==> config.mk <==
export PLATFORM = sky130hd
export DESIGN_NAME = synth_top
export DESIGN_NICKNAME = d
export VERILOG_FILES = /design/src/hw/synth_pkg.sv /design/src/hw/synth_apb_regs.sv /design/src/hw/oscillator_bank.sv /design/src/hw/adsr_vca.sv /design/src/hw/synth_top.sv
export VERILOG_INCLUDE_DIRS = /design/src /design/src/hw
export SDC_FILE = /design/constraint.sdc
export NUM_CORES = 1
export LEC_CHECK = 0
export ABC_AREA = 1
export BUFFER_PORTS_ARGS = -buffer_cell sky130_fd_sc_hd__buf_2
export CORE_ASPECT_RATIO = 0.5
export CORE_MARGIN = 3
export CORE_UTILIZATION = 64
export DETAILED_ROUTE_END_ITERATION = 16
export PLACE_DENSITY = 0.95
export SLEW_MARGIN = 10
export SYNTH_ARGS = -nofsm -noshare
export SYNTH_HDL_FRONTEND = slang
export SYNTH_SLANG_ARGS = --single-unit
==> constraint.sdc <==
create_clock -name clk -period 16.61 [get_ports clk]
set_input_delay 4.983 -clock clk [delete_from_list [all_inputs] [get_ports clk]]
set_output_delay 4.983 -clock clk [all_outputs]
set_load 0.1 [all_outputs]
==> src/hw/synth_config.svh <==
`ifndef SYNTH_CONFIG_SVH
`define SYNTH_CONFIG_SVH

// Datapath width of samples, amplitude and envelope settings
`define SYNTH_SAMPLE_W 8

// APB address width
`define SYNTH_ADDR_W 4

// Last count of the idle and sustain hold timers
`define SYNTH_ENV_TIMER_MAX 255

// Last count of one square-wave half period
`define SYNTH_SQUARE_HALF 127

// Register map
`define SYNTH_ADDR_ENV 0
`define SYNTH_ADDR_CTRL 4

`endif

==> src/hw/synth_pkg.sv <==
`include "synth_config.svh"

package synth_pkg;

    typedef logic [`SYNTH_SAMPLE_W-1:0] sample_t;       // One sample or amplitude value

    typedef enum logic [1:0] {
        WAVE_TRIANGLE = 2'd0,
        WAVE_SAW      = 2'd1,
        WAVE_SQUARE   = 2'd2,
        WAVE_MUTE     = 2'd3                            // Silence
    } wave_sel_e;

    typedef enum logic [2:0] {
        ADSR_IDLE,
        ADSR_ATTACK,
        ADSR_DECAY,
        ADSR_SUSTAIN,
        ADSR_RELEASE
    } adsr_state_e;

    // Envelope register, attack in the top byte
    typedef struct packed {
        sample_t attack;                                // Peak level of the ramp
        sample_t decay;                                 // Stored only
        sample_t sustain;                               // Hold level
        sample_t rel;                                   // Release setting, stored only
    } env_cfg_t;

    typedef struct packed {
        logic [29:0] reserved;                          // Always read as 0
        wave_sel_e   wave_sel;
    } ctrl_cfg_t;

    // One APB write word seen as either register layout
    typedef union packed {
        env_cfg_t  env;
        ctrl_cfg_t ctrl;
    } apb_wdata_u;

    typedef struct packed {
        logic                     psel;
        logic                     penable;
        logic                     pwrite;
        logic [`SYNTH_ADDR_W-1:0] paddr;
        apb_wdata_u               pwdata;
    } apb_req_t;

    typedef struct packed {
        logic [31:0] prdata;
        logic        pready;
        logic        pslverr;
    } apb_rsp_t;

endpackage

==> src/hw/synth_apb_regs.sv <==
`include "synth_config.svh"

module synth_apb_regs (
    input  logic                 clk,
    input  logic                 reset,
    input  synth_pkg::apb_req_t  apb_req,
    output synth_pkg::apb_rsp_t  apb_rsp,
    output synth_pkg::env_cfg_t  env_cfg,
    output synth_pkg::wave_sel_e wave_sel
);

    logic                 access;                       // APB access phase
    logic                 hit_env;
    logic                 hit_ctrl;
    logic                 mapped;
    synth_pkg::env_cfg_t  env_reg;
    synth_pkg::wave_sel_e wave_reg;                     // Only stored field of the control register
    logic [31:0]          rdata;

    assign access = apb_req.psel & apb_req.penable;

    // Address decode
    assign hit_env  = (apb_req.paddr == `SYNTH_ADDR_W'(`SYNTH_ADDR_ENV));
    assign hit_ctrl = (apb_req.paddr == `SYNTH_ADDR_W'(`SYNTH_ADDR_CTRL));
    assign mapped   = hit_env | hit_ctrl;

    // Writes land on the access-phase edge
    always_ff @(posedge clk or posedge reset) begin
        if (reset) begin
            env_reg  <= '0;
            wave_reg <= synth_pkg::WAVE_TRIANGLE;       // Triangle by default
        end else if (access && apb_req.pwrite) begin
            if (hit_env) begin
                env_reg <= apb_req.pwdata.env;          // Word taken as envelope layout
            end
            if (hit_ctrl) begin
                wave_reg <= apb_req.pwdata.ctrl.wave_sel;   // Word taken as control layout
            end
        end
    end

    // Read mux, unmapped addresses return 0
    always_comb begin
        rdata = '0;
        if (hit_env) begin
            rdata = env_reg;
        end else if (hit_ctrl) begin
            rdata = 32'(wave_reg);                      // Reserved bits read as 0
        end
    end

    // Zero wait states, so pready follows the access phase directly
    always_comb begin
        apb_rsp.prdata  = rdata;
        apb_rsp.pready  = access;
        apb_rsp.pslverr = access & ~mapped;             // Error only in the access phase
    end

    assign env_cfg  = env_reg;
    assign wave_sel = wave_reg;

endmodule

==> src/hw/oscillator_bank.sv <==
`include "synth_config.svh"

module oscillator_bank (
    input  logic                 clk,
    input  logic                 reset,
    input  synth_pkg::wave_sel_e wave_sel,
    output synth_pkg::sample_t   sample
);

    synth_pkg::sample_t saw_count;
    synth_pkg::sample_t tri_count;
    logic               tri_up;                         // Triangle direction
    synth_pkg::sample_t sq_count;                       // Square half-period counter
    logic               sq_level;
    synth_pkg::sample_t sq_wave;
    synth_pkg::sample_t next_sample;

    // Sawtooth wraps naturally at full scale
    always_ff @(posedge clk or posedge reset) begin
        if (reset) begin
            saw_count <= '0;
        end else begin
            saw_count <= saw_count + 1'b1;
        end
    end

    // Triangle turns around at each end, which holds the end value one cycle
    always_ff @(posedge clk or posedge reset) begin
        if (reset) begin
            tri_count <= '0;
            tri_up    <= 1'b1;
        end else if (tri_up) begin
            if (tri_count != '1) begin
                tri_count <= tri_count + 1'b1;
            end else begin
                tri_up <= 1'b0;
            end
        end else begin
            if (tri_count != '0) begin
                tri_count <= tri_count - 1'b1;
            end else begin
                tri_up <= 1'b1;
            end
        end
    end

    always_ff @(posedge clk or posedge reset) begin
        if (reset) begin
            sq_count <= '0;
            sq_level <= 1'b0;
        end else if (sq_count == `SYNTH_SAMPLE_W'(`SYNTH_SQUARE_HALF)) begin
            sq_count <= '0;
            sq_level <= ~sq_level;                      // Flip every 128 cycles
        end else begin
            sq_count <= sq_count + 1'b1;
        end
    end

    assign sq_wave = {`SYNTH_SAMPLE_W{sq_level}};       // Either 0 or full scale

    always_comb begin
        case (wave_sel)
            synth_pkg::WAVE_TRIANGLE: next_sample = tri_count;
            synth_pkg::WAVE_SAW:      next_sample = saw_count;
            synth_pkg::WAVE_SQUARE:   next_sample = sq_wave;
            default:                  next_sample = '0; // Mute
        endcase
    end

    // Output stage, one cycle behind the counters
    always_ff @(posedge clk or posedge reset) begin
        if (reset) begin
            sample <= '0;
        end else begin
            sample <= next_sample;
        end
    end

endmodule

==> src/hw/adsr_vca.sv <==
`include "synth_config.svh"

module adsr_vca (
    input  logic                clk,
    input  logic                reset,
    input  synth_pkg::env_cfg_t env_cfg,
    input  synth_pkg::sample_t  sample,
    output synth_pkg::sample_t  amplitude,
    output synth_pkg::sample_t  wave_out
);

    localparam int W = `SYNTH_SAMPLE_W;

    synth_pkg::adsr_state_e state;
    synth_pkg::sample_t     timer;                      // Shared by idle and sustain
    logic                   timer_done;
    logic [2*W-1:0]         product;

    assign timer_done = (timer == W'(`SYNTH_ENV_TIMER_MAX));

    // Self-retriggering envelope, one amplitude step per cycle while ramping
    always_ff @(posedge clk or posedge reset) begin
        if (reset) begin
            state     <= synth_pkg::ADSR_IDLE;
            amplitude <= '0;
            timer     <= '0;
        end else begin
            case (state)
                synth_pkg::ADSR_IDLE: begin
                    if (timer_done) begin
                        state <= synth_pkg::ADSR_ATTACK;
                        timer <= '0;
                    end else begin
                        timer <= timer + 1'b1;
                    end
                end
                synth_pkg::ADSR_ATTACK: begin
                    if (amplitude < env_cfg.attack) begin
                        amplitude <= amplitude + 1'b1;
                    end else begin
                        state <= synth_pkg::ADSR_DECAY;     // Peak reached
                    end
                end
                synth_pkg::ADSR_DECAY: begin
                    if (amplitude > env_cfg.sustain) begin
                        amplitude <= amplitude - 1'b1;
                    end else begin
                        state <= synth_pkg::ADSR_SUSTAIN;
                    end
                end
                synth_pkg::ADSR_SUSTAIN: begin
                    amplitude <= env_cfg.sustain;           // Tracks register changes
                    if (timer_done) begin
                        state <= synth_pkg::ADSR_RELEASE;
                        timer <= '0;
                    end else begin
                        timer <= timer + 1'b1;
                    end
                end
                synth_pkg::ADSR_RELEASE: begin
                    if (amplitude != '0) begin
                        amplitude <= amplitude - 1'b1;
                    end else begin
                        state <= synth_pkg::ADSR_IDLE;      // Starts the next round
                    end
                end
                default: begin
                    state <= synth_pkg::ADSR_IDLE;
                end
            endcase
        end
    end

    // VCA, full product scaled back to sample width
    // A zero factor already gives a zero product
    assign product  = sample * amplitude;
    assign wave_out = product[2*W-1:W];

endmodule

==> src/hw/synth_top.sv <==
module synth_top (
    input  logic                clk,
    input  logic                reset,
    input  synth_pkg::apb_req_t apb_req,
    output synth_pkg::apb_rsp_t apb_rsp,
    output synth_pkg::sample_t  wave_out,
    output synth_pkg::sample_t  amplitude
);

    synth_pkg::env_cfg_t  env_cfg;
    synth_pkg::wave_sel_e wave_sel;
    synth_pkg::sample_t   sample;                       // Selected oscillator output

    // Control registers on APB
    synth_apb_regs synth_apb_regs_inst (
        .clk      (clk),
        .reset    (reset),
        .apb_req  (apb_req),
        .apb_rsp  (apb_rsp),
        .env_cfg  (env_cfg),
        .wave_sel (wave_sel)
    );

    oscillator_bank oscillator_bank_inst (
        .clk      (clk),
        .reset    (reset),
        .wave_sel (wave_sel),
        .sample   (sample)
    );

    // Envelope and amplitude scaling
    adsr_vca adsr_vca_inst (
        .clk       (clk),
        .reset     (reset),
        .env_cfg   (env_cfg),
        .sample    (sample),
        .amplitude (amplitude),
        .wave_out  (wave_out)
    );

endmodule

### Word-level counts from Yosys, hierarchy flattened

Index checks and enable logic that the tools add are counted.

| storage, ports and cells | value |
|---|---|
| output and inout bits | 50 |
| input bits | 41 |
| register bits after elaboration | 87 |
| logic and storage cells | 83 |

| operators by class | value |
|---|---|
| $add $sub $neg | 7 |
| order comparisons | 2 |
| multipliers | 1 |
| reduce and logical (&&, ||, !) cells | 14 |
| mux-type cells | 21 |
| eq/ne operators | 19 |
| bitwise logic cells | 5 |

Operators by type and width:

| operator | count |
|---|---|
| $mux 8 | 8 |
| $add 8x1->8 const B | 5 |
| $mux 32 | 1 |
| $pmux 8 s4 | 1 |
| $pmux 8 s3 | 1 |
| $mul 8x8->16 | 1 |
| $reduce_bool 8->1 | 2 |
| $sub 8x1->8 const B | 2 |
| $mux 3 | 5 |
| $pmux 3 s5 | 1 |
| $ne 2x1->1 const B | 5 |
| $eq 8x7->1 const B | 1 |
| $eq 8x8->1 const B | 1 |
| $gt 8x8->1 | 1 |
| $lt 8x8->1 | 1 |
| $ne 2x2->1 const B | 4 |
| $ne 8x8->1 const B | 1 |
| $eq 3x2->1 const B | 2 |
| $reduce_and 2->1 | 3 |
| $reduce_and 5->1 | 1 |
| $eq 4x3->1 const B | 1 |
| $logic_not 4->1 | 1 |
| $reduce_and 4->1 | 1 |
| $reduce_bool 4->1 | 1 |
| 14 further kinds | 18 |

### Logic depth before layout (Yosys ltp)

Gate-level depths: netlist (run 1).

| logic depth | value |
|---|---|
| depth in word-level cells | 4 |
| mapped depth | 21 |
| depth with buffers taken out | 20 |

### Cells and area by module

A second synthesis (run 1) with hierarchy kept.

| unflattened totals | value |
|---|---|
| cells, all modules | 1041 |
| area, all modules | 7505.9 sq um |

By module, submodules not included:

| module | cells an instance | area an instance (sq um) | instances | sequential area each (sq um) |
|---|---|---|---|---|
| adsr_vca | 605 | 4041.4 | 1 | 475.5 |
| synth_apb_regs | 237 | 1739.2 | 1 | 850.8 |
| oscillator_bank | 199 | 1725.4 | 1 | 852.1 |

### Least setup slack after synthesis (run 1)

No wires, ideal clock.

| timing | value |
|---|---|
| path kind | input to output |
| start point | input port apb_req[33] in the netlist's numbering |
| end point | output port apb_rsp[10] in the netlist's numbering |
| slack | 4.840 ns |
| arrival time | 6.787 ns |
| path buffers | 1 |
| required time | 11.627 ns |
| cell stages on the path | 4 |
| cell sequence | nor2_1 nand2_1 clkbuf_1 nor2_1 |

RTL lines:

| what | RTL line | text |
|---|---|---|
| from (decl) | synth_top.sv:4 | `input synth_pkg::apb_req_t apb_req,` |
| to (decl) | synth_top.sv:5 | `output synth_pkg::apb_rsp_t apb_rsp,` |

==> impl_metrics.env, run 1 <==
export IMPL_hold_viol=0
export IMPL_cpMaxStageDelayCell="nand2_1"
export IMPL_synth_cells=958
export IMPL_startpoint_type="input pin"
export IMPL_timing_hold_ws_ns=0.470
export IMPL_endpoint_kind="output pin"
export IMPL_reg2reg_to="adsr_vca_inst.amplitude[7]"
export IMPL_yosysMostFrequentCell="nand2_1"
export IMPL_yosys_area_share_simple=0.268
export IMPL_synth_area_mm2=0.00711
export IMPL_first_pass_iters=5
export IMPL_cts_root_buf="clkbuf_16"
export IMPL_rsz0062_at_grt="no"
export IMPL_synth_xor_area_frac=0.0283
export IMPL_synth_top_area_cell="dfrtp_1"
export IMPL_tns_ns=0
export IMPL_drive_above_1_share=0.125
export IMPL_grt_max_degree=88
export IMPL_grt_total_usage=0.265
export IMPL_grt_pass1_wl_um=27100
export IMPL_synthTopCellsByCount="nand2_1 (267), inv_1 (181), dfrtp_1 (86), nor2_1 (84), ha_1 (63)"
export IMPL_synth_top_family_by_area="simple AND/OR/NAND/NOR gates"
export IMPL_synth_cell_types=40
export IMPL_worstPathArrival_ns=6.82
export IMPL_antenna_found_initial=0
export IMPL_drtIter0Drc=473
export IMPL_combPwrFrac=0.129
export IMPL_ioPinCount=91
export IMPL_start_util=0.677
export IMPL_cts_hold_buf=0
export IMPL_nFillCells=745
export IMPL_core_area_mm2=0.0105
export IMPL_overflow=0
export IMPL_htree_levels=3
export IMPL_fin_nets=1175
export IMPL_ff2ff_setup_slack_ns=14.22
export IMPL_vias=6349
export IMPL_io_buffers=90
export IMPL_slew_violations=0
export IMPL_tightest_slew_ns=1.15
export IMPL_yosysWarnings=0
export IMPL_cts_buffer_depth=2
export IMPL_drc=0
export IMPL_max_slew_margin=0.232
export IMPL_detail_route_wirelength_um=15800
export IMPL_p_leak_nw=4.96
export IMPL_synth_seq_cells=87
export IMPL_skew_ns=0.00819
export IMPL_die_h_um=80.5
export IMPL_period_share=0.710
export IMPL_gp_congestion=0.895
export IMPL_critPathKind="in -> out"
export IMPL_cp_cell_sequence="buf_2 -> nor2_1 -> nand2_1 -> o22ai_1 -> buf_2"
export IMPL_clk_pin_slew_ns=0.05
export IMPL_pwr_share_seq=0.477
export IMPL_worstHoldStart="oscillator_bank_inst.saw_count[7]"
export IMPL_seq_area_frac_synth=0.306
export IMPL_r2r_cells=12
export IMPL_clk_latency_ns=0.34
export IMPL_cts_sinks=87
export IMPL_synth_top_cell_area_share=0.303
export IMPL_wl_per_cell_um=13.5
export IMPL_timing_rr_start="adsr_vca_inst.state[1]"
export IMPL_syn2layout_area_growth_pct=11.2
export IMPL_dp_hpwl_um=11900
export IMPL_synthArstFlopShare=1.00
export IMPL_finalNonFillerCells=1177
export IMPL_dieArea_mm2=0.0125
export IMPL_die_x_um=155
export IMPL_antenna_left=0
export IMPL_grt_pass1_vias=6204
export IMPL_cp_required_ns=11.63
export IMPL_synthAdderAreaFrac=0.215
export IMPL_ir_drop_uv=69.5
export IMPL_post_cts_buffers=0
export IMPL_antennaDiodeCount=0
export IMPL_numCtsBuffers=9
export IMPL_p_per_area_mw_per_mm2=63.0
export IMPL_holdCritPathClass="reg -> reg"
export IMPL_worstHoldEndpoint="oscillator_bank_inst.saw_count[7]"
export IMPL_slowest_delay_ns=0.66
export IMPL_clkPwrFrac=0.393
export IMPL_worst_path_max_fanout=33
export IMPL_worstHoldPathCells=1
export IMPL_final_util=0.752
export IMPL_syn_avg_cell_area_um2=7.42
export IMPL_cpMostUsedCell="buf_2"
export IMPL_swShare=0.268
export IMPL_intPower_mw=0.364
export IMPL_post_drt_via_cell_ratio=5.39
export IMPL_rows=26
export IMPL_synth_area_leaders="dfrtp_1 (30%), nand2_1 (14%), ha_1 (11%), fa_1 (10%), inv_1 (9.6%)"
export IMPL_status="finished clean"
export IMPL_drv_cap=0
export IMPL_cts_tree="yes"
export IMPL_synth_mux_area_frac=0
export IMPL_synth_edf_count=0
export IMPL_power_switching_mw=0.134
export IMPL_placed_cells=1163
export IMPL_synth_compound_area_share=0.0667
export IMPL_ys_flop_type="dfrtp_1"
export IMPL_syn_nets=1099
export IMPL_finalCriticalPeriod_ns=11.80
export IMPL_finalSetupViolCount=0
export IMPL_fmax_mhz=84.7
export IMPL_ctsResizeCount=0
[metal layers]
metal / wire length (um) / track usage
met2: 7600 / 0.458
met1: 7060 / 0.347
met5: 0 / 0
met3: 921 / 0.0398
met4: 272 / 0.0899
[placed cells by master (no fill, tap or decap), types with 28 or more instances in the layout]
master | netlist | final
buf_2 | 11 | 90
nor2_1 | 84 | 84
o21ai_0 | 46 | 46
nand3_1 | 45 | 45
ha_1 | 63 | 63
dfrtp_1 | 86 | 86
fa_1 | 37 | 37
nand2_1 | 267 | 267
a21oi_1 | 28 | 28
inv_1 | 181 | 180
[registers in the layout, summed over array words and instances, names as in the netlist]
name                            flops
synth_apb_regs_inst.env_cfg        32
adsr_vca_inst.amplitude             8
adsr_vca_inst.timer                 8
oscillator_bank_inst.sample         8
oscillator_bank_inst.saw_count      8
oscillator_bank_inst.sq_count       8
oscillator_bank_inst.tri_count      8
adsr_vca_inst.state                 3
synth_apb_regs_inst.wave_sel        2
oscillator_bank_inst.sq_level       1
oscillator_bank_inst.tri_up         1
[per-stage QoR]
| step | power, mW | worst slack [ns] | instance area [um2] |
|---|---|---|---|
| 6_report | 0.498 | 4.81 | 7910 |
| 5_1_grt | 0.516 | 4.66 | 7910 |
| 4_1_cts | 0.499 | 4.81 | 7910 |
| 3_5_place_dp | 0.305 | 4.81 | 7620 |
| 3_3_place_gp | 0.303 | 4.93 | 7620 |
| 2_1_floorplan | 0.289 | 4.84 | 7110 |
[worst max-delay path: cells and delay by family]
family / cells / cell delay [ns]
AND/OR/NAND/NOR: 2 / 0.83
AO/OA/AOI/OAI: 1 / 0.42
buffers and inverters: 2 / 0.57
[worst max path at each step]
stage / start / depth (start not counted) / to / slack (ns)
final: apb_req[33] / 5 / apb_rsp[2] / 4.81
after global routing: apb_req[33] / 5 / apb_rsp[3] / 4.66
after CTS: apb_req[33] / 5 / apb_rsp[2] / 4.81
after detailed placement: apb_req[33] / 5 / apb_rsp[2] / 4.81
after global placement: apb_req[33] / 5 / apb_rsp[3] / 4.93
after floorplan: apb_req[33] / 4 / apb_rsp[10] / 4.84
[power groups by stage]
| stage | sequential [mW] | clock (mW) | combinational (mW) |
|---|---|---|---|
| floorplan | 0.237 | 0 | 0.0524 |
| global placement | 0.240 | 0 | 0.0626 |
| detailed placement | 0.241 | 0 | 0.0644 |
| global route | 0.239 | 0.205 | 0.0719 |
| finish | 0.238 | 0.196 | 0.0644 |
| CTS | 0.237 | 0.197 | 0.0647 |
[kinds of logic after synthesis]
group                    Yosys count
XOR/XNOR                          23
AND/OR/NAND/NOR                  445
AO/OA/AOI/OAI                     89
adder cells (fa/ha/maj)          100
flip-flops                        87
buffers and inverters            214
[area by class of cell]
type,instances,area [um2],area share
clock buffer,13,250,0.0317
sequential,87,2180,0.276
clock inverter,1,30.0,0.00380
inverter,188,707,0.0894
timing repair buffer,91,458,0.0579
tap,140,175,0.0222
multi-input combinational,657,4110,0.519
No activity file was read; power rests on OpenSTA's default activity.
==> run 2: changes to the inputs <==
Settings changed: CORE_UTILIZATION 64 to 54, PLACE_DENSITY 0.95 to 0.86.
Clock period 16.61 ns to 10.41 ns, I/O delays scaled along.
==> impl_metrics.env, run 2 (synthesis results as in run 1) <==
export IMPL_drtIter0Drc=439
export IMPL_endpoint_kind="output pin"
export IMPL_die_h_um=87.1
export IMPL_htree_levels=3
export IMPL_dieArea_mm2=0.0147
export IMPL_drive_above_1_share=0.128
export IMPL_worst_path_max_fanout=33
export IMPL_antenna_left=0
export IMPL_largest_reg_flops=32
export IMPL_io_buffers=90
export IMPL_ioPinCount=91
export IMPL_numCtsBuffers=9
export IMPL_ff2ff_setup_slack_ns=8.07
export IMPL_p_leak_nw=4.95
export IMPL_wl_per_cell_um=12.7
export IMPL_worstHoldPathCells=1
export IMPL_rows=28
export IMPL_cts_hold_buf=0
export IMPL_first_pass_iters=5
export IMPL_max_slew_margin=0.210
export IMPL_post_cts_buffers=0
export IMPL_fin_nets=1175
export IMPL_fin_area_mm2=0.00793
export IMPL_p_per_area_mw_per_mm2=97.9
export IMPL_vias=6175
export IMPL_startpoint_type="input pin"
export IMPL_tns_ns=0
export IMPL_hold_viol=0
export IMPL_drv_cap=0
export IMPL_placed_cells=1188
export IMPL_detail_route_wirelength_um=15300
export IMPL_antennaDiodeCount=0
export IMPL_cts_tree="yes"
export IMPL_antenna_found_initial=0
export IMPL_layout_setup_ws_ns=2.32
export IMPL_period_share=0.777
export IMPL_core_area_mm2=0.0123
export IMPL_die_x_um=168
export IMPL_cp_required_ns=7.29
export IMPL_cts_buffer_depth=2
export IMPL_slew_violations=0
export IMPL_placed_area_mm2=0.00766
export IMPL_finalNonFillerCells=1204
export IMPL_worstPathArrival_ns=4.96
export IMPL_overflow=0
export IMPL_holdCritPathClass="reg -> reg"
export IMPL_cp_cell_sequence="buf_2 -> nor2_1 -> nand2_1 -> o22ai_1 -> buf_2"
export IMPL_post_drt_via_cell_ratio=5.13
export IMPL_grt_max_degree=88
export IMPL_cpMostUsedCell="buf_2"
export IMPL_finalSetupViolCount=0
export IMPL_pre_cts_ws_ns=2.29
export IMPL_reg2reg_to="adsr_vca_inst.amplitude[3]"
export IMPL_final_common_cell="nand2_1"
export IMPL_critPathKind="in -> out"
export IMPL_tightest_slew_ns=1.18
export IMPL_ctsResizeCount=0
export IMPL_skew_ns=0.00992
export IMPL_cts_root_buf="clkbuf_16"
export IMPL_status="finished clean"
export IMPL_cts_sinks=87
export IMPL_r2r_cells=11
export IMPL_syn2layout_area_growth_pct=11.5
export IMPL_cpMaxStageDelayCell="nand2_1"
export IMPL_worstHoldStart="oscillator_bank_inst.sq_count[0]"
export IMPL_ir_drop_uv=108
export IMPL_fmax_mhz=124
export IMPL_worstHoldEndpoint="oscillator_bank_inst.sq_count[0]"
export IMPL_grt_pass1_wl_um=26600
export IMPL_final_cell_mix="nand2_1 (267), inv_1 (180), buf_2 (90)"
export IMPL_drc=0
export IMPL_gp_congestion=0.889
export IMPL_clk_latency_ns=0.33
export IMPL_timing_rr_start="adsr_vca_inst.state[1]"
export IMPL_cp_top_family="simple AND/OR/NAND/NOR gates"
export IMPL_clk_pin_slew_ns=0.05
export IMPL_final_util=0.643
export IMPL_rsz0062_at_grt="no"
export IMPL_start_util=0.577
export IMPL_grt_pass1_vias=6016
export IMPL_finalCriticalPeriod_ns=8.09
export IMPL_slowest_delay_ns=0.69
export IMPL_dp_hpwl_um=11500
export IMPL_cp_buffers_inverters=2
export IMPL_grt_total_usage=0.217
## run 2: through the flow
step | hold WS, ns | total power, mW
floorplan | 0.425 | 0.461
global placement | 0.438 | 0.483
detailed placement | 0.452 | 0.488
CTS | 0.459 | 0.780
global route | 0.476 | 0.811
finish | 0.456 | 0.776
## run 2: cell type report
cell class | instances | area, um2
inverters | 188 | 707
multi-input cells | 657 | 4110
well taps | 165 | 206
fillers | 1029 | 4400
clock inverters | 5 | 41.3
repair buffers | 91 | 458
flip-flops and latches | 87 | 2180
clock buffers | 11 | 233
## run 2: how the worst max path moves through the flow
stage,from,to,slack (ns),cells after the start
5_1_grt,adsr_vca_inst.amplitude[7],wave_out[7],2.06,18
4_1_cts,apb_req[33],apb_rsp[2],2.29,5
3_5_place_dp,apb_req[33],apb_rsp[2],2.29,5
2_1_floorplan,adsr_vca_inst.amplitude[7],wave_out[1],1.48,14
6_report,apb_req[33],apb_rsp[2],2.32,5
3_3_place_gp,apb_req[33],apb_rsp[2],2.41,5
## run 2: where the power goes
group / total (mW) / switching, mW / leakage, nW / internal (mW)
logic: 0.103 / 0.0774 / 3.78 / 0.0260
clock network: 0.295 / 0.131 / 0.127 / 0.164
registers: 0.378 / 0.0126 / 1.04 / 0.365
## run 2: metal layers
layer | vias up | share of wire | GRT usage
met3 | 9 | 0.057 | 0.0363
met4 | 0 | 0.0061 | 0.0416
met5 | - | 0 | 0
met2 | 180 | 0.48 | 0.394
met1 | 2879 | 0.46 | 0.279
li1 | 3107 | - | -
